$ cat src/design/mem_map_pkg.sv
`default_nettype none

package mem_map_pkg;

  ////////////////////////////////////////////////////////////
  // Bus widths of the native iomem interface
  ////////////////////////////////////////////////////////////

  localparam int ADDR_W = 32;
  localparam int DATA_W = 32;
  localparam int STRB_W = DATA_W / 8;

  typedef logic [ADDR_W-1:0] addr_t;
  typedef logic [DATA_W-1:0] data_t;
  typedef logic [STRB_W-1:0] strb_t;

  ////////////////////////////////////////////////////////////
  // Address map
  ////////////////////////////////////////////////////////////

  // Main RAM region, base plus offset mask
  localparam addr_t RAM_BASE      = 32'h4000_0000;
  localparam addr_t RAM_MASK      = 32'h000F_FFFF;

  // Cycle timer, two read-only words
  localparam addr_t TIMER_LO_ADDR = 32'h3000_0000;
  localparam addr_t TIMER_HI_ADDR = 32'h3000_0004;

  // Lowest address bit of the word index
  localparam int WORD_LSB = 2;

endpackage

`default_nettype wire

$ cat src/design/platform_pkg.sv
`default_nettype none

package platform_pkg;

  // RAM geometry, kept small for simulation
  localparam int RAM_DEPTH = 1024;
  localparam int RAM_IDX_W = $clog2(RAM_DEPTH);
  typedef logic [RAM_IDX_W-1:0] ram_idx_t;

  // Emulated external memory latency
  localparam int RAM_DELAY = 16;
  localparam int DLY_CNT_W = $clog2(RAM_DELAY);
  typedef logic [DLY_CNT_W-1:0] dly_cnt_t;

  // Free-running cycle count
  typedef logic [63:0] timer_t;

  // UART bit timing, oversampled
  localparam int CLKS_PER_BIT = 16;
  localparam int BAUD_CNT_W = $clog2(CLKS_PER_BIT);
  typedef logic [BAUD_CNT_W-1:0] baud_cnt_t;
  typedef logic [7:0] byte_t;
  typedef enum logic [1:0] {RX_IDLE, RX_START, RX_DATA, RX_STOP} rx_state_e;

  // Loader protocol, magic byte then 16-bit word count
  localparam byte_t LOAD_MAGIC = 8'hA5;
  typedef logic [15:0] word_cnt_t;
  typedef enum logic [2:0] {
    LD_IDLE, LD_COUNT_LO, LD_COUNT_HI, LD_DATA, LD_DONE
  } loader_state_e;

endpackage

`default_nettype wire

$ cat src/design/ram_port_if.sv
`timescale 1ns/10ps
`default_nettype none

interface ram_port_if;
  import mem_map_pkg::*;
  import platform_pkg::*;

  // One-cycle access strobe
  logic     en;
  // Nonzero means write, zero means read
  strb_t    wstrb;
  ram_idx_t idx;
  data_t    wdata;
  // Read data, valid the cycle after a read and held
  data_t    rdata;

  // Side that issues accesses
  modport requester (
    output en,
    output wstrb,
    output idx,
    output wdata,
    input  rdata
  );

  // Side that holds the array
  modport memory (
    input  en,
    input  wstrb,
    input  idx,
    input  wdata,
    output rdata
  );

endinterface

`default_nettype wire

$ cat src/design/iomem_decoder.sv
`timescale 1ns/10ps
`default_nettype none

module iomem_decoder (
  input  logic               clk_i,
  input  logic               rst_n,
  input  logic               host_valid_i,
  input  mem_map_pkg::strb_t host_wstrb_i,
  input  mem_map_pkg::addr_t host_addr_i,
  input  mem_map_pkg::data_t host_wdata_i,
  output logic               host_ready_o,
  output mem_map_pkg::data_t host_rdata_o,
  ram_port_if.requester      ram
);
  import mem_map_pkg::*;
  import platform_pkg::*;

  logic     ram_sel;
  logic     tlo_sel;
  logic     thi_sel;
  logic     timer_sel;
  logic     unmapped_sel;
  logic     ram_start;
  logic     ram_busy_q;
  dly_cnt_t ram_cnt_q;
  logic     ram_done;
  logic     unm_ready_q;
  timer_t   timer_q;

  ////////////////////////////////////////////////////////////
  // Region decode
  ////////////////////////////////////////////////////////////

  assign ram_sel      = ((host_addr_i & ~RAM_MASK) == RAM_BASE);
  assign tlo_sel      = (host_addr_i == TIMER_LO_ADDR);
  assign thi_sel      = (host_addr_i == TIMER_HI_ADDR);
  assign timer_sel    = tlo_sel | thi_sel;
  assign unmapped_sel = ~ram_sel & ~timer_sel;

  ////////////////////////////////////////////////////////////
  // RAM wait emulation
  ////////////////////////////////////////////////////////////

  // First cycle of a RAM request, busy blocks a second issue
  assign ram_start = host_valid_i & ram_sel & ~ram_busy_q;

  // Down-counter loaded on issue, ready when it reaches zero
  always_ff @(posedge clk_i) begin
    if (!rst_n) begin
      ram_busy_q <= 1'b0;
      ram_cnt_q  <= '0;
    end else if (ram_start) begin
      ram_busy_q <= 1'b1;
      ram_cnt_q  <= dly_cnt_t'(RAM_DELAY - 1);
    end else if (ram_busy_q) begin
      if (ram_cnt_q == '0) begin
        ram_busy_q <= 1'b0;
      end else begin
        ram_cnt_q <= ram_cnt_q - 1'b1;
      end
    end
  end

  assign ram_done = ram_busy_q & (ram_cnt_q == '0);

  // Single access on the first cycle only
  assign ram.en    = ram_start;
  assign ram.wstrb = host_wstrb_i;
  assign ram.idx   = host_addr_i[WORD_LSB +: RAM_IDX_W];
  assign ram.wdata = host_wdata_i;

  // Unmapped space acks one cycle late so the bus never hangs
  always_ff @(posedge clk_i) begin
    if (!rst_n) begin
      unm_ready_q <= 1'b0;
    end else begin
      unm_ready_q <= host_valid_i & unmapped_sel & ~unm_ready_q;
    end
  end

  ////////////////////////////////////////////////////////////
  // Cycle timer
  ////////////////////////////////////////////////////////////

  always_ff @(posedge clk_i) begin
    if (!rst_n) begin
      timer_q <= '0;
    end else begin
      timer_q <= timer_q + 1'b1;
    end
  end

  ////////////////////////////////////////////////////////////
  // Ready and read data mux
  ////////////////////////////////////////////////////////////

  // Timer words answer in the same cycle
  assign host_ready_o = (host_valid_i & timer_sel) | ram_done | unm_ready_q;

  always_comb begin
    if (tlo_sel) begin
      host_rdata_o = timer_q[31:0];
    end else if (thi_sel) begin
      host_rdata_o = timer_q[63:32];
    end else if (ram_sel) begin
      host_rdata_o = ram.rdata;
    end else begin
      // Unmapped reads return zero
      host_rdata_o = '0;
    end
  end

endmodule

`default_nettype wire

$ cat src/flat_wrapper.sv
// flat-port wrapper written by rule: the top's interface ports become plain ports
module iomem_decoder_flat import mem_map_pkg::*; import platform_pkg::*;
  (clk_i, rst_n, host_valid_i, host_wstrb_i, host_addr_i, host_wdata_i, host_ready_o, host_rdata_o, ram_en, ram_wstrb, ram_idx, ram_wdata, ram_rdata);
  ram_port_if ram_i ();
  input  logic clk_i;
  input  logic rst_n;
  input  logic host_valid_i;
  input  mem_map_pkg::strb_t host_wstrb_i;
  input  mem_map_pkg::addr_t host_addr_i;
  input  mem_map_pkg::data_t host_wdata_i;
  output logic host_ready_o;
  output mem_map_pkg::data_t host_rdata_o;
  output wire logic [$bits(ram_i.en)-1:0] ram_en;
  output wire logic [$bits(ram_i.wstrb)-1:0] ram_wstrb;
  output wire logic [$bits(ram_i.idx)-1:0] ram_idx;
  output wire logic [$bits(ram_i.wdata)-1:0] ram_wdata;
  input wire logic [$bits(ram_i.rdata)-1:0] ram_rdata;
  assign ram_en = ram_i.en;
  assign ram_wstrb = ram_i.wstrb;
  assign ram_idx = ram_i.idx;
  assign ram_wdata = ram_i.wdata;
  assign ram_i.rdata = ram_rdata;
  iomem_decoder u_core (.clk_i(clk_i), .rst_n(rst_n), .host_valid_i(host_valid_i), .host_wstrb_i(host_wstrb_i), .host_addr_i(host_addr_i), .host_wdata_i(host_wdata_i), .host_ready_o(host_ready_o), .host_rdata_o(host_rdata_o), .ram(ram_i));
endmodule
$ cat config.mk
export PLATFORM = sky130hd
export DESIGN_NAME = iomem_decoder_flat
export DESIGN_NICKNAME = d
export VERILOG_FILES = /design/src/design/mem_map_pkg.sv /design/src/design/platform_pkg.sv /design/src/design/ram_port_if.sv /design/src/design/iomem_decoder.sv /design/src/flat_wrapper.sv
export SDC_FILE = /design/constraint.sdc
export NUM_CORES = 1
export LEC_CHECK = 0
export BUFFER_PORTS_ARGS = -buffer_cell sky130_fd_sc_hd__buf_2
export CAP_MARGIN = 5
export CORE_MARGIN = 2
export CORE_UTILIZATION = 52
export CTS_BUF_LIST = sky130_fd_sc_hd__clkbuf_16
export CTS_CLUSTER_DIAMETER = 120
export DETAILED_ROUTE_END_ITERATION = 8
export PLACE_DENSITY_LB_ADDON = 0.1
export SETUP_SLACK_MARGIN = 0.1
export SLEW_MARGIN = 20
export SYNTH_ARGS = -nofsm -noshare
export SYNTH_HDL_FRONTEND = slang
export SYNTH_SLANG_ARGS = --single-unit
$ cat constraint.sdc
create_clock -name clk_i -period 3.5 [get_ports clk_i]
set_input_delay 0.525 -clock clk_i [delete_from_list [all_inputs] [get_ports clk_i]]
set_output_delay 0.525 -clock clk_i [all_outputs]
set_load 0.05 [all_outputs]
==> results of run 1 <==
-- metal layers --
layer	global-route usage (%)	share of wire, %
met3	4.31	6.4
met1	33.2	43
met2	44.9	49
met4	9.18	1.7
met5	0	0
-- layout by cell type, fill, tap and decap left out, drive strengths merged, types with 4 or more instances in the layout --
cell,Yosys,final
a21oi,27,27
a2bb2oi,32,32
and3,4,4
buf,49,117
clkbuf,19,9
dfxtp,70,70
inv,12,12
nand2,62,62
nand3,20,20
nand4,32,32
nor2,53,53
nor3,8,8
nor4,15,15
o21ai,47,47
o31ai,9,9
or3,15,15
or4,11,11
xnor2,13,13
xor2,25,25
-- cells by family after synthesis --
kind of cell,share of synthesized area (%)
compound gates,18.0
xor+xnor,7.80
fa+ha+maj,0.879
buf+inv,11.2
flops,32.8
mux,0.234
simple gates,29.1
-- through the flow --
stage               hold slack, ps  cells  cell area [µm²]  worst slack [ps]  util (%)
global placement               452    698             4590               405      56.7
CTS                            468    714             4900               306      60.6
floorplan                      439    544             4270               350         -
finish                         470    714             4900               349      60.6
global route                   479    714             4900               132      60.6
detailed placement             463    698             4590               319      56.7
-- worst max-delay path: stages --
cell and delay (ps):
buf_2 100, nor4_1 280, nand3_1 240, nor4_4 560
buf_4 310, o21ai_0 170, a2bb2oi_1 160, buf_2 280
-- final timing paths --
check	from	endpoint	slack (ps)	cells after the start
hold / removal	u_core.timer_q[63]	u_core.timer_q[63]	470	2
setup reg to reg	u_core.timer_q[0]	u_core.timer_q[60]	670	6
hold reg to reg	u_core.timer_q[63]	u_core.timer_q[63]	470	2
setup / recovery	host_addr_i[22]	host_rdata_o[9]	350	8
-- report_power, final --
part	switching, µW	total [µW]	internal (µW)
logic	63.3	102	39.0
clock network	343	961	618
registers	4.18	805	801
-- state kept, by name (all words and copies together), names as in the netlist --
name	flops
u_core.ram_busy_q	1
u_core.ram_cnt_q	4
u_core.timer_q	64
u_core.unm_ready_q	1
-- final cells by class --
type	count	area, µm²
Fill cell	783	3190
Tap cell	105	131
Clock buffer	9	225
Timing Repair Buffer	117	603
Clock inverter	7	88.8
Sequential cell	70	1400
Inverter	12	45.0
Multi-Input combinational cell	394	2410
==> flow_metrics.env, run 1 <==
export IMPL_cts_root_buffer="clkbuf_16"
export IMPL_route_detailed_drc=0
export IMPL_syn_to_final_growth_pct=14.9
export IMPL_avgSynthCellArea_um2=7.85
export IMPL_hpwl_um=8330
export IMPL_ys_warn_count=0
export IMPL_synth_area_um2=4270
export IMPL_fin_crit_sh_pct=90.0
export IMPL_portBuffers=110
export IMPL_antennaDiodeCount=0
export IMPL_drive_gt1_share_pct=23.8
export IMPL_end_kind="output port"
export IMPL_drt_initial_drc_count=240
export IMPL_fmax_mhz=317
export IMPL_grt_overflow=0
export IMPL_setup_viol=0
export IMPL_insertion_delay_ps=330
export IMPL_synth_area_leaders="dfxtp_1 (33%), buf_4 (8.1%), a2bb2oi_1 (6.6%)"
export IMPL_worstPathMaxFanout=19
export IMPL_async_flop_share_pct=0
export IMPL_synth_nets=650
export IMPL_cp_data_arrival_time_ps=2630
export IMPL_maxCapViolCount=0
export IMPL_grt_max_degree=36
export IMPL_ant_nets=0
export IMPL_wl_per_cell_um=16.2
export IMPL_ys_seq_area_share_pct=32.8
export IMPL_required_ps=2970
export IMPL_grt_usage_pct=26.2
export IMPL_ctsLongestPathBuffers=2
export IMPL_worstSetupPathType="in2out"
export IMPL_rsz0062_at_grt="false"
export IMPL_worstHoldPathType="reg2reg"
export IMPL_ys_flop_type="dfxtp_1"
export IMPL_synth_edff_count=0
export IMPL_grt_pass1_wl_um=18400
export IMPL_cts_inserted_buffers=9
export IMPL_holdBufCountCts=0
export IMPL_vias_per_cell=5.85
export IMPL_clock_sinks=70
export IMPL_start_kind="input port"
export IMPL_clkTransAtPathRegs_ps=60
export IMPL_grt_pass1_vias=3763
export IMPL_relSlewSlack_pct=44.6
export IMPL_hold_viol=0
export IMPL_synth_seq_cells=70
export IMPL_dieWidth_um=94.6
export IMPL_fp_row_count=33
export IMPL_synth_top_area_share_pct=32.8
export IMPL_ios=183
export IMPL_cts_resized=0
export IMPL_final_setup_skew_ps=5.63
export IMPL_tritoncts="built"
export IMPL_h_tree_depth=3
export IMPL_p_per_area_nw_per_um2=381
export IMPL_drtPass1Iterations=5
export IMPL_yosysUniqueCellTypes=40
export IMPL_slew_viol_final=0
export IMPL_via_count=4175
export IMPL_yosys_area_top_type="dfxtp_1"
export IMPL_antenna_found_initial=0
export IMPL_synthTopCellsByCount="dfxtp_1 (70), nand2_1 (62), nor2_1 (53), o21ai_0 (47), buf_4 (46)"
export IMPL_initial_utilization_pct=52.8
export IMPL_synthCells=544
export IMPL_die_y_um=94.6
export IMPL_cts_setup_buffers=0
export IMPL_tns_ps=0
export IMPL_dieArea_um2=8950
export IMPL_leakagePower_uw=0.00197
export IMPL_routed_wl_um=11600
export IMPL_vdd_drop_max_uv=255
export IMPL_synth_most_common_cell="dfxtp_1"
export IMPL_total_power_uw=1870
export IMPL_nNetsFinal=710
export IMPL_place_congestion=0.790
export IMPL_period_minus_slack_ps=3150
export IMPL_core_area_um2=8090
export IMPL_worst_pin_slew_ps=824
export IMPL_outcome="complete, no violations"
Note: power is estimated with default switching activity, not from simulation.
==> run 2, diff against run 1 <==
--- a/config.mk
+++ b/config.mk
@@ -5,14 +5,15 @@
 export SDC_FILE = /design/constraint.sdc
 export NUM_CORES = 1
 export LEC_CHECK = 0
+export ABC_AREA = 1
 export BUFFER_PORTS_ARGS = -buffer_cell sky130_fd_sc_hd__buf_2
 export CAP_MARGIN = 5
 export CORE_MARGIN = 2
-export CORE_UTILIZATION = 52
+export CORE_UTILIZATION = 30
 export CTS_BUF_LIST = sky130_fd_sc_hd__clkbuf_16
 export CTS_CLUSTER_DIAMETER = 120
 export DETAILED_ROUTE_END_ITERATION = 8
-export PLACE_DENSITY_LB_ADDON = 0.1
+export PLACE_DENSITY_LB_ADDON = 0.12
 export SETUP_SLACK_MARGIN = 0.1
 export SLEW_MARGIN = 20
 export SYNTH_ARGS = -nofsm -noshare
==> flow_metrics.env, run 2 <==
export IMPL_routed_wl_um=19700
export IMPL_synth_top_family_by_area="simple AND/OR/NAND/NOR gates"
export IMPL_synth_area_leaders="dfxtp_1 (25%), nand2_1 (17%), nand3_1 (12%)"
export IMPL_cp_data_arrival_time_ps=2300
export IMPL_start_kind="input port"
export IMPL_p_per_area_nw_per_um2=278
export IMPL_fin_crit_sh_pct=80.6
export IMPL_antenna_found_initial=0
export IMPL_p_int_uw=1300
export IMPL_fmax_mhz=354
export IMPL_clock_sinks=70
export IMPL_use_met2_pct=33.5
export IMPL_cts_root_buffer="clkbuf_16"
export IMPL_ios=183
export IMPL_async_flop_share_pct=0
export IMPL_ys_flop_type="dfxtp_1"
export IMPL_synth_seq_cells=70
export IMPL_dieArea_um2=19600
export IMPL_worst_pin_slew_ps=644
export IMPL_synth_adder_area_share_pct=0.677
export IMPL_maxCapViolCount=0
export IMPL_seqPwrFrac_pct=46.5
export IMPL_synth_top_area_share_pct=25.3
export IMPL_crit_slowest_cell="inv_2"
export IMPL_grt_util_met3_pct=2.63
export IMPL_antennaDiodeCount=0
export IMPL_synthCells=979
export IMPL_tritoncts="built"
export IMPL_regMostFlops="u_core.timer_q"
export IMPL_insertion_delay_ps=340
export IMPL_grt_pass1_vias=5580
export IMPL_largest_registers="u_core.timer_q (64), u_core.ram_cnt_q (4)"
export IMPL_setup_slack_ps=677
export IMPL_core_area_um2=18000
export IMPL_final_setup_skew_ps=3.70
export IMPL_cts_setup_buffers=0
export IMPL_rsz0062_at_grt="false"
export IMPL_final_util_pct=34.6
export IMPL_ant_nets=0
export IMPL_synth_xor_area_share_pct=1.58
export IMPL_drt_initial_drc_count=350
export IMPL_grt_max_degree=39
export IMPL_die_y_um=140
export IMPL_final_cell_mix="nand2_1 (258), nor2_1 (146), nand3_1 (132)"
export IMPL_worstHoldPathType="in2reg"
export IMPL_leakagePower_uw=0.00265
export IMPL_place_congestion=0.877
export IMPL_yosys_area_top_type="dfxtp_1"
export IMPL_synthSimpleGateAreaFrac_pct=47.1
export IMPL_clkTransAtPathRegs_ps=50
export IMPL_required_ps=2970
export IMPL_h_tree_depth=3
export IMPL_grt_usage_pct=20.1
export IMPL_syn_to_final_growth_pct=12.4
export IMPL_final_common_cell="nand2_1"
export IMPL_drive_gt1_share_pct=15.2
export IMPL_total_power_uw=1730
export IMPL_synthTopCellsByCount="nand2_1 (258), nor2_1 (146), nand3_1 (132), inv_1 (125), dfxtp_1 (70)"
export IMPL_relSlewSlack_pct=56.7
export IMPL_end_kind="output port"
export IMPL_vdd_drop_max_uv=191
export IMPL_gr_max_usage_layer="met2"
export IMPL_largest_reg_flops=64
export IMPL_avgSynthCellArea_um2=5.66
export IMPL_via_count=6048
export IMPL_worstPathMaxFanout=23
export IMPL_route_detailed_drc=0
export IMPL_cpMostUsedCell="nand2_1"
export IMPL_cts_resized=0
export IMPL_vias_per_cell=4.77
export IMPL_swShare_pct=24.7
export IMPL_ctsLongestPathBuffers=2
export IMPL_comb_power_share_pct=6.9
export IMPL_setup_viol=0
export IMPL_grt_use_met1_pct=27.0
export IMPL_wl_per_cell_um=15.5
export IMPL_initial_utilization_pct=30.8
export IMPL_placed_area_um2=5990
export IMPL_design_area_um2=6230
export IMPL_synth_area_um2=5540
export IMPL_ys_warn_count=0
export IMPL_grt_pass1_wl_um=30400
export IMPL_synth_mux_area_share_pct=0
export IMPL_cp_cell_sequence="buf_2, nor2_1, nand2_1, nor2_1, nand2_1, nor2_4, nand2_2, inv_2, nand2_1, nand2_1, inv_1, buf_2"
export IMPL_switching_power_uw=428
export IMPL_slowest_delay_ps=340
export IMPL_hpwl_um=15700
export IMPL_grt_overflow=0
export IMPL_drtPass1Iterations=5
export IMPL_synth_most_common_cell="nand2_1"
export IMPL_ys_seq_area_share_pct=25.3
export IMPL_post_place_ws_ps=583
export IMPL_hold_viol=0
export IMPL_crit_buf_inv=4
export IMPL_fp_row_count=49
export IMPL_tns_ps=0
export IMPL_worstSetupPathType="in2out"
export IMPL_path_delay_family="simple AND/OR/NAND/NOR gates"
export IMPL_synth_compound_area_share_pct=7.36
export IMPL_slew_viol_final=0
export IMPL_power_share_clock_pct=46.5
export IMPL_outcome="complete, no violations"
export IMPL_synth_edff_count=0
export IMPL_ff2ff_setup_slack_ps=1480
export IMPL_holdBufCountCts=0
export IMPL_synth_nets=1085
export IMPL_cts_inserted_buffers=9
export IMPL_period_minus_slack_ps=2820
export IMPL_dieWidth_um=140
export IMPL_portBuffers=110
export IMPL_yosysUniqueCellTypes=33
export IMPL_nNetsFinal=1143
run 2: cell types whose count changed after synthesis, moves of 21 or more:
cell,previous run,this run
inv_1,11,125
nand2_1,62,258
nand3_1,18,132
nor2_1,53,146
a2bb2oi_1,32,0
a21oi_1,27,48
o21ai_0,47,14
run 2: area by class of cell:
cell class                 instances  area [µm²]
clock buffer                       9         225
clock inverter                     5        20.0
fill                            2127       11800
inverter                         143         537
multi-input combinational        696        3160
sequential                        70        1400
tap                              229         287
timing repair buffer             117         603
run 2: per-layer routing:
layer	vias up	routed length, µm
li1	3169	-
met1	2704	9080
met2	157	9250
met3	18	992
met4	0	351
met5	-	0
run 2: stage by stage:
stage               std cells  hold WS [ps]
floorplan                 979           451
global placement         1255           488
detailed placement       1255           491
CTS                      1269           467
global route             1269           498
finish                   1269           478
run 2: cell families after synthesis:
| group | count (synthesis) |
|---|---|
| flops | 70 |
| compound gates | 79 |
| buf+inv | 213 |
| fa+ha+maj | 3 |
| simple gates | 604 |
| xor+xnor | 10 |
run 2: worst reg2reg max path, stage by stage, from the launching register on:
cell,delay [ps]
dfxtp_1,460
ha_1,290
nand2_1,120
nor2_2,170
nand2_2,120
nor2_4,250
nand2_2,130
nor2_2,180
nand3_1,90
nand2_1,60
nor2_1,40
run 2: worst paths after layout:
| path | from | depth (start not counted) | to |
|---|---|---|---|
| max | host_addr_i[11] | 12 | host_rdata_o[20] |
| min reg2reg | u_core.unm_ready_q | 3 | u_core.unm_ready_q |
| min | host_valid_i | 3 | u_core.unm_ready_q |
| max reg2reg | u_core.timer_q[0] | 10 | u_core.timer_q[56] |
run 2: power by group through the flow:
| stage | Sequential, µW | Clock, µW | Combinational (µW) |
|---|---|---|---|
| 2_1_floorplan | 821 | 0 | 180 |
| 3_3_place_gp | 823 | 0 | 121 |
| 3_5_place_dp | 823 | 0 | 121 |
| 4_1_cts | 806 | 829 | 122 |
| 5_1_grt | 806 | 849 | 131 |
| 6_report | 806 | 807 | 120 |
