### src/design/mem_map_pkg.sv
`default_nettype none

package mem_map_pkg;

  ////////////////////////////////////////////////////////////
  // Bus widths of the native iomem interface
  ////////////////////////////////////////////////////////////

  localparam int ADDR_W = 32;
  localparam int DATA_W = 32;
  localparam int STRB_W = DATA_W / 8;

  typedef logic [ADDR_W-1:0] addr_t;
  typedef logic [DATA_W-1:0] data_t;
  typedef logic [STRB_W-1:0] strb_t;

  ////////////////////////////////////////////////////////////
  // Address map
  ////////////////////////////////////////////////////////////

  // Main RAM region, base plus offset mask
  localparam addr_t RAM_BASE      = 32'h4000_0000;
  localparam addr_t RAM_MASK      = 32'h000F_FFFF;

  // Cycle timer, two read-only words
  localparam addr_t TIMER_LO_ADDR = 32'h3000_0000;
  localparam addr_t TIMER_HI_ADDR = 32'h3000_0004;

  // Lowest address bit of the word index
  localparam int WORD_LSB = 2;

endpackage

`default_nettype wire

### src/design/platform_pkg.sv
`default_nettype none

package platform_pkg;

  // RAM geometry, kept small for simulation
  localparam int RAM_DEPTH = 1024;
  localparam int RAM_IDX_W = $clog2(RAM_DEPTH);
  typedef logic [RAM_IDX_W-1:0] ram_idx_t;

  // Emulated external memory latency
  localparam int RAM_DELAY = 16;
  localparam int DLY_CNT_W = $clog2(RAM_DELAY);
  typedef logic [DLY_CNT_W-1:0] dly_cnt_t;

  // Free-running cycle count
  typedef logic [63:0] timer_t;

  // UART bit timing, oversampled
  localparam int CLKS_PER_BIT = 16;
  localparam int BAUD_CNT_W = $clog2(CLKS_PER_BIT);
  typedef logic [BAUD_CNT_W-1:0] baud_cnt_t;
  typedef logic [7:0] byte_t;
  typedef enum logic [1:0] {RX_IDLE, RX_START, RX_DATA, RX_STOP} rx_state_e;

  // Loader protocol, magic byte then 16-bit word count
  localparam byte_t LOAD_MAGIC = 8'hA5;
  typedef logic [15:0] word_cnt_t;
  typedef enum logic [2:0] {
    LD_IDLE, LD_COUNT_LO, LD_COUNT_HI, LD_DATA, LD_DONE
  } loader_state_e;

endpackage

`default_nettype wire

### src/design/ram_port_if.sv
`timescale 1ns/10ps
`default_nettype none

interface ram_port_if;
  import mem_map_pkg::*;
  import platform_pkg::*;

  // One-cycle access strobe
  logic     en;
  // Nonzero means write, zero means read
  strb_t    wstrb;
  ram_idx_t idx;
  data_t    wdata;
  // Read data, valid the cycle after a read and held
  data_t    rdata;

  // Side that issues accesses
  modport requester (
    output en,
    output wstrb,
    output idx,
    output wdata,
    input  rdata
  );

  // Side that holds the array
  modport memory (
    input  en,
    input  wstrb,
    input  idx,
    input  wdata,
    output rdata
  );

endinterface

`default_nettype wire

### src/design/prog_loader.sv
`timescale 1ns/10ps
`default_nettype none

module prog_loader (
  input  logic          clk_i,
  input  logic          rst_n,
  input  logic          prog_rx_i,
  output logic          prog_mode_o,
  output logic          sys_rst_n_o,
  ram_port_if.requester wr
);
  import mem_map_pkg::*;
  import platform_pkg::*;

  logic          rx_meta_q;
  logic          rx_sync_q;
  rx_state_e     rx_state_q;
  baud_cnt_t     baud_cnt_q;
  logic [2:0]    bit_idx_q;
  byte_t         rx_shift_q;
  logic          rx_valid_q;
  logic          baud_mid;
  logic          baud_end;
  loader_state_e ld_state_q;
  word_cnt_t     word_total_q;
  word_cnt_t     word_num_q;
  logic [1:0]    byte_num_q;
  data_t         word_q;
  logic          wr_en_q;
  logic          prog_mode_q;
  logic          last_word;

  ////////////////////////////////////////////////////////////
  // UART receiver
  ////////////////////////////////////////////////////////////

  // Two-flop synchronizer, idle line is high
  always_ff @(posedge clk_i) begin
    if (!rst_n) begin
      rx_meta_q <= 1'b1;
      rx_sync_q <= 1'b1;
    end else begin
      rx_meta_q <= prog_rx_i;
      rx_sync_q <= rx_meta_q;
    end
  end

  assign baud_mid = (baud_cnt_q == baud_cnt_t'(CLKS_PER_BIT / 2 - 1));
  assign baud_end = (baud_cnt_q == baud_cnt_t'(CLKS_PER_BIT - 1));

  always_ff @(posedge clk_i) begin
    if (!rst_n) begin
      rx_state_q <= RX_IDLE;
      baud_cnt_q <= '0;
      bit_idx_q  <= '0;
      rx_valid_q <= 1'b0;
    end else begin
      rx_valid_q <= 1'b0;
      baud_cnt_q <= baud_cnt_q + 1'b1;
      case (rx_state_q)
        RX_IDLE: begin
          baud_cnt_q <= '0;
          if (!rx_sync_q) begin
            rx_state_q <= RX_START;
          end
        end
        // Recheck start at mid-bit, a glitch goes back to idle
        RX_START: begin
          if (baud_mid) begin
            baud_cnt_q <= '0;
            bit_idx_q  <= '0;
            rx_state_q <= rx_sync_q ? RX_IDLE : RX_DATA;
          end
        end
        RX_DATA: begin
          if (baud_end) begin
            baud_cnt_q <= '0;
            bit_idx_q  <= bit_idx_q + 1'b1;
            if (bit_idx_q == 3'd7) begin
              rx_state_q <= RX_STOP;
            end
          end
        end
        // Byte counts only with a good stop bit
        RX_STOP: begin
          if (baud_end) begin
            rx_valid_q <= rx_sync_q;
            rx_state_q <= RX_IDLE;
          end
        end
        default: rx_state_q <= RX_IDLE;
      endcase
    end
  end

  // LSB first into the top of the shifter
  always_ff @(posedge clk_i) begin
    if (rx_state_q == RX_DATA && baud_end) begin
      rx_shift_q <= {rx_sync_q, rx_shift_q[7:1]};
    end
  end

  ////////////////////////////////////////////////////////////
  // Programming FSM
  ////////////////////////////////////////////////////////////

  assign last_word = (word_num_q == word_total_q - 1'b1);

  always_ff @(posedge clk_i) begin
    if (!rst_n) begin
      ld_state_q  <= LD_IDLE;
      prog_mode_q <= 1'b0;
      wr_en_q     <= 1'b0;
      word_num_q  <= '0;
      byte_num_q  <= '0;
    end else begin
      wr_en_q <= 1'b0;
      // Index moves on after each write
      if (wr_en_q) begin
        word_num_q <= word_num_q + 1'b1;
      end
      case (ld_state_q)
        LD_IDLE: begin
          if (rx_valid_q && rx_shift_q == LOAD_MAGIC) begin
            prog_mode_q <= 1'b1;
            word_num_q  <= '0;
            byte_num_q  <= '0;
            ld_state_q  <= LD_COUNT_LO;
          end
        end
        LD_COUNT_LO: begin
          if (rx_valid_q) begin
            ld_state_q <= LD_COUNT_HI;
          end
        end
        // Empty image ends at once
        LD_COUNT_HI: begin
          if (rx_valid_q) begin
            ld_state_q <= ({rx_shift_q, word_total_q[7:0]} == '0) ? LD_DONE : LD_DATA;
          end
        end
        LD_DATA: begin
          if (rx_valid_q) begin
            byte_num_q <= byte_num_q + 1'b1;
            if (byte_num_q == 2'd3) begin
              wr_en_q <= 1'b1;
              if (last_word) begin
                ld_state_q <= LD_DONE;
              end
            end
          end
        end
        // Last write is on the bus this cycle
        LD_DONE: begin
          prog_mode_q <= 1'b0;
          ld_state_q  <= LD_IDLE;
        end
        default: ld_state_q <= LD_IDLE;
      endcase
    end
  end

  // Count and little-endian word assembly
  always_ff @(posedge clk_i) begin
    if (rx_valid_q) begin
      if (ld_state_q == LD_COUNT_LO) begin
        word_total_q[7:0] <= rx_shift_q;
      end
      if (ld_state_q == LD_COUNT_HI) begin
        word_total_q[15:8] <= rx_shift_q;
      end
      if (ld_state_q == LD_DATA) begin
        word_q <= {rx_shift_q, word_q[31:8]};
      end
    end
  end

  // Full-word writes at sequential indices
  assign wr.en    = wr_en_q;
  assign wr.wstrb = '1;
  assign wr.idx   = word_num_q[RAM_IDX_W-1:0];
  assign wr.wdata = word_q;

  assign prog_mode_o = prog_mode_q;
  // System held in reset while loading
  assign sys_rst_n_o = rst_n & ~prog_mode_q;

endmodule

`default_nettype wire

### src/flat_wrapper.sv
// flat-port wrapper written by rule: the top's interface ports become plain ports
module prog_loader_flat import mem_map_pkg::*; import platform_pkg::*;
  (clk_i, rst_n, prog_rx_i, prog_mode_o, sys_rst_n_o, wr_en, wr_wstrb, wr_idx, wr_wdata, wr_rdata);
  ram_port_if wr_i ();
  input  logic clk_i;
  input  logic rst_n;
  input  logic prog_rx_i;
  output logic prog_mode_o;
  output logic sys_rst_n_o;
  output wire logic [$bits(wr_i.en)-1:0] wr_en;
  output wire logic [$bits(wr_i.wstrb)-1:0] wr_wstrb;
  output wire logic [$bits(wr_i.idx)-1:0] wr_idx;
  output wire logic [$bits(wr_i.wdata)-1:0] wr_wdata;
  input wire logic [$bits(wr_i.rdata)-1:0] wr_rdata;
  assign wr_en = wr_i.en;
  assign wr_wstrb = wr_i.wstrb;
  assign wr_idx = wr_i.idx;
  assign wr_wdata = wr_i.wdata;
  assign wr_i.rdata = wr_rdata;
  prog_loader u_core (.clk_i(clk_i), .rst_n(rst_n), .prog_rx_i(prog_rx_i), .prog_mode_o(prog_mode_o), .sys_rst_n_o(sys_rst_n_o), .wr(wr_i));
endmodule
### config.mk
export PLATFORM = sky130hd
export DESIGN_NAME = prog_loader_flat
export DESIGN_NICKNAME = d
export VERILOG_FILES = /design/src/design/mem_map_pkg.sv /design/src/design/platform_pkg.sv /design/src/design/ram_port_if.sv /design/src/design/prog_loader.sv /design/src/flat_wrapper.sv
export SDC_FILE = /design/constraint.sdc
export NUM_CORES = 1
export LEC_CHECK = 0
export BUFFER_PORTS_ARGS = -buffer_cell sky130_fd_sc_hd__buf_2
export CORE_MARGIN = 2
export CORE_UTILIZATION = 50
export DETAILED_ROUTE_END_ITERATION = 16
export HOLD_SLACK_MARGIN = 0.03
export PLACE_DENSITY_LB_ADDON = 0.08
export REMOVE_ABC_BUFFERS = 1
export SLEW_MARGIN = 20
export SYNTH_ARGS = -nofsm -noshare
export SYNTH_HDL_FRONTEND = slang
export SYNTH_SLANG_ARGS = --single-unit
### constraint.sdc
create_clock -name clk_i -period 4.11 [get_ports clk_i]
set_clock_uncertainty 0.15 [all_clocks]
set_input_delay 0.411 -clock clk_i [delete_from_list [all_inputs] [get_ports clk_i]]
set_output_delay 0.411 -clock clk_i [all_outputs]
set_load 0.01 [all_outputs]
==> impl_metrics.env, run 1 <==
export IMPL_status="finished, final reports clean"
export IMPL_path_class="flip-flop to flip-flop"
export IMPL_drv_cap=0
export IMPL_viasPerCell=5.41
export IMPL_grt_usage=0.172
export IMPL_final_nets=424
export IMPL_wl_per_cell_um=14.6
export IMPL_peakVddDrop_mv=0.220
export IMPL_fin_crit_ns=3.03
export IMPL_finalPower_mw=1.54
export IMPL_cts_hold_buf=0
export IMPL_worst_slew_margin_rel=0.467
export IMPL_core_sq_mm=0.00777
export IMPL_syn_inst=347
export IMPL_row_count=32
export IMPL_root_buffer="clkbuf_8"
export IMPL_syn_avg_cell_area_sq_um=11.6
export IMPL_clkLatencyLatePin_ns=0.36
export IMPL_postRouteAntennaNets=0
export IMPL_drive_gt1_frac=0.207
export IMPL_antenna_found_initial=0
export IMPL_die_h_um=93.9
export IMPL_grt_max_degree=33
export IMPL_dp_cells=473
export IMPL_max_freq_ghz=0.330
export IMPL_gr_total_overflow=0
export IMPL_path_clk_slew_ns=0.09
export IMPL_numCtsBuffers=9
export IMPL_yosysSeqAreaShare=0.590
export IMPL_final_cell_area_sq_mm=0.00445
export IMPL_port_buffers=47
export IMPL_cts_sinks=91
export IMPL_syn_area_sq_mm=0.00404
export IMPL_start_util=0.520
export IMPL_num_vias=2645
export IMPL_cts_path_max_buffers=2
export IMPL_gp_congestion=0.794
export IMPL_pin_count=84
export IMPL_rsz0062_at_grt="no"
export IMPL_endpoint_kind="flip-flop"
export IMPL_drtPass1Iterations=5
export IMPL_die_area_sq_mm=0.00881
export IMPL_syn_to_final_growth_pct=10.3
export IMPL_fin_tns_setup_ns=0
export IMPL_grt_pass1_vias=2411
export IMPL_async_flop_share=0
export IMPL_grt_pass1_wl_mm=11.6
export IMPL_finalCritPeriodShare=0.738
export IMPL_dr_first_iter_drc_count=139
export IMPL_slew_viol_final=0
export IMPL_hold_class="primary input to flip-flop"
export IMPL_yosys_most_used_dff="edfxtp_1"
export IMPL_dpl_worst_slack_ns=1.13
export IMPL_postCtsSetupBuffers=0
export IMPL_remaining_drc_errors=0
export IMPL_ctsResizeCount=0
export IMPL_p_leak_nw=1.61
export IMPL_totalWireLength_mm=7.15
export IMPL_htree_levels=3
export IMPL_synth_edff_count=56
export IMPL_setup_viol=0
export IMPL_cp_arrival_ns=3.14
export IMPL_startpoint_type="flip-flop"
export IMPL_cts_tree="done"
export IMPL_final_cell_count_no_fill=489
export IMPL_required_ns=4.21
export IMPL_crit_fanout=9
export IMPL_place_area_sq_mm=0.00426
export IMPL_finalHoldViolCount=0
export IMPL_synth_seq_cells=91
export IMPL_fin_ws_ns=1.08
export IMPL_n_antenna_cell=0
export IMPL_cellPowerDensity_mw_per_mm2=347
export IMPL_synthDistinctLibCells=52
export IMPL_yosys_warnings=0
export IMPL_worstMarginPinSlew_ns=0.794
export IMPL_hpwl_mm=5.02
export IMPL_die_width_um=93.9
state kept, by name, summed over array words and instances (netlist names), named ones only:
name                 flops
u_core.wr.wdata         32
u_core.word_num_q       16
u_core.word_total_q     16
u_core.rx_shift_q        8
u_core.baud_cnt_q        4
u_core.bit_idx_q         3
u_core.ld_state_q        3
u_core.byte_num_q        2
u_core.prog_mode_o       1
u_core.rx_meta_q         1
u_core.rx_state_q        1
u_core.rx_sync_q         1
u_core.rx_valid_q        1
u_core.wr.en             1
metrics by stage:
stage	util	hold WS [ns]
after floorplan	-	0.236
after global placement	0.548	0.242
after detailed placement	0.548	0.242
after CTS	0.572	0.0658
after global routing	0.573	0.0964
final	0.573	0.0837
critical path, stage by stage (launching register included):
cell	delay, ns
edfxtp_1	0.48
inv_1	0.13
ha_1	0.26
nor3b_2	0.53
a21oi_1	0.14
nor4_1	0.33
o2111ai_1	0.16
or4_4	0.47
o31a_1	0.29
report_power, final:
| part | internal, mW | total (mW) | leakage [nW] | switching (mW) |
|---|---|---|---|---|
| Clock | 0.231 | 0.571 | 0.0901 | 0.340 |
| Combinational | 0.00431 | 0.0130 | 0.731 | 0.00867 |
| Sequential | 0.958 | 0.960 | 0.785 | 0.00175 |
| Total | 1.19 | 1.54 | 1.61 | 0.350 |
per-layer routing:
metal / vias to the layer above / global-route usage / routed length, um
li1: 1311 / - / -
met1: 1259 / 0.232 / 3360
met2: 63 / 0.267 / 3340
met3: 12 / 0.0353 / 309
met4: 0 / 0.0797 / 142
met5: - / 0 / 0
layout make-up:
| class | count | area [sq um] |
|---|---|---|
| well taps | 102 | 128 |
| fillers | 676 | 3310 |
| clock buffers | 9 | 124 |
| multi-input cells | 222 | 1480 |
| inverters | 10 | 37.5 |
| flip-flops and latches | 91 | 2380 |
| repair buffers | 48 | 243 |
| clock inverters | 7 | 60.1 |
cells by family (layout without fill, tap and decap cells):
| kind of cell | Yosys count | in the layout | share of synthesized area |
|---|---|---|---|
| buffers and inverters | 37 | 74 | 0.0499 |
| AOI/OAI and AO/OA | 52 | 52 | 0.0920 |
| adders and majority gates | 7 | 7 | 0.0217 |
| DFF | 91 | 91 | 0.590 |
| and+or+nand+nor | 122 | 122 | 0.164 |
| muxes | 3 | 3 | 0.00744 |
| xor gates and xnor gates | 34 | 34 | 0.0738 |
| other | 1 | 4 | 0.000929 |
cells in the mapped netlist, types with 4 or more instances:
cell type | count | share of area
ha_1 | 7 | 0.022
a21boi_0 | 4 | 0.0074
nand2b_1 | 4 | 0.0062
nor2_1 | 31 | 0.029
buf_4 | 14 | 0.026
nand2_1 | 18 | 0.017
nor4_1 | 5 | 0.0077
o21ai_0 | 8 | 0.0099
xnor2_1 | 17 | 0.037
nor3b_1 | 4 | 0.0074
xor2_1 | 17 | 0.037
clkbuf_1 | 10 | 0.0093
and3_1 | 9 | 0.014
a21oi_1 | 8 | 0.0099
nor3_1 | 6 | 0.0074
inv_1 | 10 | 0.0093
nand4_1 | 6 | 0.0093
o21a_1 | 4 | 0.0074
edfxtp_1 | 56 | 0.42
nand3_1 | 18 | 0.022
dfxtp_1 | 35 | 0.17
and2_1 | 4 | 0.0062
o221a_2 | 4 | 0.011
nor2b_1 | 4 | 0.0062
cells in the final DEF, fill, tap and decap left out, types with 4 or more instances in the layout:
master    count
edfxtp_1     56
buf_2        47
dfxtp_1      35
nor2_1       31
nand2_1      18
nand3_1      18
xor2_1       17
xnor2_1      17
inv_1        10
and3_1        9
clkbuf_8      9
a21oi_1       8
o21ai_0       8
ha_1          7
nand4_1       6
nor3_1        5
nor4_1        5
nor2b_1       4
and2_1        4
o21a_1        4
o221a_2       4
a21boi_0      4
nand2b_1      4
conb_1        4
path summary, 6_finish.rpt:
kind	from	to	slack [ns]	depth (start not counted)
min reg2reg	u_core.rx_meta_q	u_core.rx_sync_q	0.26	1
max	u_core.word_total_q[0]	u_core.ld_state_q[1]	1.08	8
max reg2reg	u_core.word_total_q[0]	u_core.ld_state_q[1]	1.08	8
min	prog_rx_i	u_core.rx_meta_q	0.08	2
(Power assumes the default switching activity.)
==> run 2, diff against run 1 <==
- clock period: 4.11 -> 3 ns (I/O delays scaled with it)
==> impl_metrics.env, run 2 (synthesis gave the netlist of run 1 again) <==
export IMPL_layout_commonest_cell="edfxtp_1"
export IMPL_grt_max_degree=33
export IMPL_gp_congestion=0.828
export IMPL_finalHoldViolCount=0
export IMPL_gr_total_overflow=0
export IMPL_endpoint_kind="flip-flop"
export IMPL_path_clk_slew_ns=0.09
export IMPL_p_seq_frac=0.618
export IMPL_fin_crit_ns=2.82
export IMPL_cp_top_family="simple AND/OR/NAND/NOR gates"
export IMPL_grt_pass1_vias=2589
export IMPL_netSwitchingFraction=0.227
export IMPL_start_util=0.520
export IMPL_min_path_cells=2
export IMPL_worst_slew_margin_rel=0.508
export IMPL_cp_startpoint="u_core.word_total_q[1]"
export IMPL_die_h_um=93.9
export IMPL_cts_sinks=91
export IMPL_n_antenna_cell=0
export IMPL_dr_first_iter_drc_count=122
export IMPL_combPwrFrac=0.009
export IMPL_postCtsSetupBuffers=0
export IMPL_drtPass1Iterations=4
export IMPL_place_area_sq_mm=0.00437
export IMPL_status="finished, final reports clean"
export IMPL_critical_path_buf_inv_count=1
export IMPL_num_vias=2682
export IMPL_postRouteAntennaNets=0
export IMPL_cts_path_max_buffers=2
export IMPL_syn_to_final_growth_pct=13.3
export IMPL_drv_cap=0
export IMPL_root_buffer="clkbuf_8"
export IMPL_clockPowerShare=0.373
export IMPL_timing_hold_ws_ns=0.131
export IMPL_drive_gt1_frac=0.228
export IMPL_viasPerCell=5.31
export IMPL_grt_pass1_wl_mm=12.5
export IMPL_path_class="flip-flop to flip-flop"
export IMPL_fin_util=0.589
export IMPL_row_count=32
export IMPL_numCtsBuffers=9
export IMPL_worst_r2r_cell_count=8
export IMPL_antenna_found_initial=0
export IMPL_dpl_worst_slack_ns=0.0805
export IMPL_cellPowerDensity_mw_per_mm2=466
export IMPL_clkLatencyLatePin_ns=0.36
export IMPL_setup_viol=0
export IMPL_port_buffers=47
export IMPL_p_int_mw=1.64
export IMPL_fin_tns_setup_ns=0
export IMPL_cp_slowest_cell="or4_4"
export IMPL_worstMarginPinSlew_ns=0.731
export IMPL_crit_cells=8
export IMPL_die_area_sq_mm=0.00881
export IMPL_slowest_delay_ns=0.48
export IMPL_power_switching_mw=0.484
export IMPL_startpoint_type="flip-flop"
export IMPL_grt_usage=0.184
export IMPL_dp_cells=488
export IMPL_cts_tree="done"
export IMPL_htree_levels=3
export IMPL_finalCritPeriodShare=0.941
export IMPL_required_ns=3.11
export IMPL_holdCritStartpoint="rst_n"
export IMPL_hold_class="primary input to flip-flop"
export IMPL_final_nets=440
export IMPL_totalWireLength_mm=7.41
export IMPL_largest_register_ffs=32
export IMPL_die_width_um=93.9
export IMPL_core_sq_mm=0.00777
export IMPL_max_freq_ghz=0.354
export IMPL_p_leak_nw=1.70
export IMPL_wl_per_cell_um=14.7
export IMPL_cp_cell_sequence="inv_1, ha_1, nor3b_4, a21oi_1, nor4_1, o2111ai_1, or4_4, o31a_1"
export IMPL_rrSetupSlack_ns=0.18
export IMPL_pin_count=84
export IMPL_fin_ws_ns=0.176
export IMPL_peakVddDrop_mv=0.260
export IMPL_cp_arrival_ns=2.93
export IMPL_crit_fanout=9
export IMPL_fillers=677
export IMPL_r2r_start="u_core.word_total_q[1]"
export IMPL_remaining_drc_errors=0
export IMPL_finalPower_mw=2.13
export IMPL_rsz0062_at_grt="no"
export IMPL_slew_viol_final=0
export IMPL_final_cell_mix="edfxtp_1, buf_2, dfxtp_1, nor2_1"
export IMPL_final_cell_count_no_fill=505
export IMPL_final_cell_area_sq_mm=0.00457
export IMPL_hpwl_mm=5.21
==> run 2: worst paths after layout <==
kind                                        endpoint
worst max register to register  u_core.ld_state_q[1]
worst min-delay path                u_core.rx_meta_q
worst max-delay path            u_core.ld_state_q[1]
worst min register to register      u_core.rx_sync_q
==> run 2: power by group through the flow <==
stage	Combinational (mW)	Sequential [mW]	Clock, mW
2_1_floorplan	0.0108	1.34	0
3_3_place_gp	0.0184	1.34	0
3_5_place_dp	0.0187	1.34	0
4_1_cts	0.0198	1.32	0.822
5_1_grt	0.0222	1.32	0.869
6_report	0.0197	1.32	0.794
==> run 2: cell type report <==
cell class | count | area (sq um) | area share
inverters | 10 | 37.5 | 0.00821
clock inverters | 7 | 65.1 | 0.0142
clock buffers | 9 | 124 | 0.0271
multi-input cells | 222 | 1470 | 0.322
flip-flops and latches | 91 | 2380 | 0.521
well taps | 102 | 128 | 0.0279
repair buffers | 64 | 365 | 0.0799
==> run 2: timing repair <==
item,in CTS,in global routing
hold endpoints to repair,1,0
setup endpoints to repair,0,2
hold buffers,1,0
resized for setup,0,1
==> run 2: metal layers <==
layer	share of wire	vias to the layer above	global-route usage
met1	0.49	1269	0.252
li1	-	1345	-
met3	0.036	12	0.0385
met4	0.017	0	0.0713
met2	0.46	56	0.287
met5	0	-	0
==> run 2: worst register-to-register path, stage by stage, from the launching register on <==
cell       delay (ns)
edfxtp_1         0.46
inv_1            0.12
ha_1             0.18
nor3b_4          0.42
a21oi_1          0.14
nor4_1           0.33
o2111ai_1        0.17
or4_4            0.48
o31a_1           0.29
==> run 3, diff against run 2 <==
==> constraint.sdc (replaced) <==
create_clock -name clk_i -period 3 [get_ports clk_i]
set_clock_uncertainty 0.15 [all_clocks]
set_input_delay 0.15 -clock clk_i [delete_from_list [all_inputs] [get_ports clk_i]]
set_output_delay 0.15 -clock clk_i [all_outputs]
set_load 0.01 [all_outputs]
==> impl_metrics.env, run 3 (synthesis gave the netlist of run 1 again) <==
export IMPL_hold_class="flip-flop to flip-flop"
export IMPL_fin_crit_ns=2.79
export IMPL_place_area_sq_mm=0.00437
export IMPL_dpl_worst_slack_ns=0.0958
export IMPL_root_buffer="clkbuf_8"
export IMPL_start_util=0.520
export IMPL_fin_tns_setup_ns=0
export IMPL_cp_arrival_ns=2.88
export IMPL_hpwl_mm=5.09
export IMPL_grt_pass1_wl_mm=12.1
export IMPL_critical_path_buf_inv_count=1
export IMPL_postRouteAntennaNets=0
export IMPL_crit_fanout=9
export IMPL_port_buffers=47
export IMPL_fin_util=0.591
export IMPL_final_cell_area_sq_mm=0.00459
export IMPL_grt_use_met3=0.0401
export IMPL_startpoint_type="flip-flop"
export IMPL_fin_ws_ns=0.211
export IMPL_dr_first_iter_drc_count=117
export IMPL_grt_use_met2=0.280
export IMPL_finalCritPeriodShare=0.930
export IMPL_p_int_mw=1.64
export IMPL_final_cell_mix="edfxtp_1, buf_2, dfxtp_1, nor2_1"
export IMPL_drv_cap=0
export IMPL_gr_total_overflow=0
export IMPL_totalWireLength_mm=7.21
export IMPL_die_width_um=93.9
export IMPL_htree_levels=3
export IMPL_combPwrFrac=0.010
export IMPL_required_ns=3.10
export IMPL_grt_pass1_vias=2571
export IMPL_worstMarginPinSlew_ns=0.667
export IMPL_numCtsBuffers=9
export IMPL_die_h_um=93.9
export IMPL_syn_to_final_growth_pct=13.7
export IMPL_p_seq_frac=0.626
export IMPL_cp_cell_sequence="inv_1, ha_1, nor3b_4, nor2_1, nor3_1, o2111ai_1, or4_4, o31a_1"
export IMPL_remaining_drc_errors=0
export IMPL_gp_congestion=0.826
export IMPL_timing_hold_ws_ns=0.264
export IMPL_cts_tree="done"
export IMPL_core_sq_mm=0.00777
export IMPL_final_nets=442
export IMPL_cts_path_max_buffers=2
export IMPL_num_vias=2666
export IMPL_row_count=32
export IMPL_path_class="flip-flop to flip-flop"
export IMPL_netSwitchingFraction=0.221
export IMPL_viasPerCell=5.26
export IMPL_pin_count=84
export IMPL_grt_max_degree=33
export IMPL_largest_register_ffs=32
export IMPL_setup_viol=0
export IMPL_clkLatencyLatePin_ns=0.35
export IMPL_p_leak_nw=1.70
export IMPL_cp_top_family="simple AND/OR/NAND/NOR gates"
export IMPL_status="finished, final reports clean"
export IMPL_n_antenna_cell=0
export IMPL_peakVddDrop_mv=0.325
export IMPL_finalHoldViolCount=0
export IMPL_cts_sinks=91
export IMPL_die_area_sq_mm=0.00881
export IMPL_antenna_found_initial=0
export IMPL_path_clk_slew_ns=0.09
export IMPL_cp_slowest_cell="or4_4"
export IMPL_top_usage_layer="met2"
export IMPL_layout_commonest_cell="edfxtp_1"
export IMPL_clockPowerShare=0.364
export IMPL_cellPowerDensity_mw_per_mm2=458
export IMPL_grt_usage=0.176
export IMPL_drive_gt1_frac=0.227
export IMPL_fillers=672
export IMPL_slowest_delay_ns=0.55
export IMPL_rsz0062_at_grt="no"
export IMPL_power_switching_mw=0.463
export IMPL_endpoint_kind="flip-flop"
export IMPL_slew_viol_final=0
export IMPL_drtPass1Iterations=4
export IMPL_worst_slew_margin_rel=0.551
export IMPL_max_freq_ghz=0.359
export IMPL_wl_per_cell_um=14.2
export IMPL_use_met1=0.236
==> run 3: cell type report <==
cell class	count	area (sq um)	share of cell area
well taps	102	128	0.0278
multi-input cells	222	1470	0.321
flip-flops and latches	91	2380	0.519
repair buffers	66	385	0.0840
clock buffers	9	124	0.0270
clock inverters	7	61.3	0.0134
inverters	10	37.5	0.00818
==> run 3: timing repair <==
action | CTS | global route
buffers inserted | 0 | 0
setup endpoints to repair | 0 | 2
resized for setup | 0 | 1
hold buffers | 3 | 0
hold endpoints to repair | 3 | 0
==> run 3: path summary, 6_finish.rpt <==
check / to / cells after the start / slack [ns] / start
max: u_core.ld_state_q[1] / 8 / 0.21 / u_core.word_total_q[1]
min: u_core.rx_sync_q / 1 / 0.26 / u_core.rx_meta_q
max reg2reg: u_core.ld_state_q[1] / 8 / 0.21 / u_core.word_total_q[1]
min reg2reg: u_core.rx_sync_q / 1 / 0.26 / u_core.rx_meta_q
==> run 3: through the flow <==
stage / power (mW) / instances
4_1_cts: 2.13 / 507
5_1_grt: 2.18 / 507
3_5_place_dp: 1.36 / 488
2_1_floorplan: 1.35 / 323
6_report: 2.10 / 507
3_3_place_gp: 1.36 / 488
==> run 3: power groups by stage <==
stage	Clock, mW	Sequential, mW	Combinational, mW
final	0.764	1.31	0.0217
after global routing	0.837	1.32	0.0247
after CTS	0.790	1.31	0.0218
after detailed placement	0	1.34	0.0187
after floorplan	0	1.34	0.0108
after global placement	0	1.34	0.0184
==> run 3: metal layers <==
layer	wire [um]	share of wire
met5	0	0
met4	96	0.013
met3	226	0.031
met2	3340	0.46
met1	3550	0.49
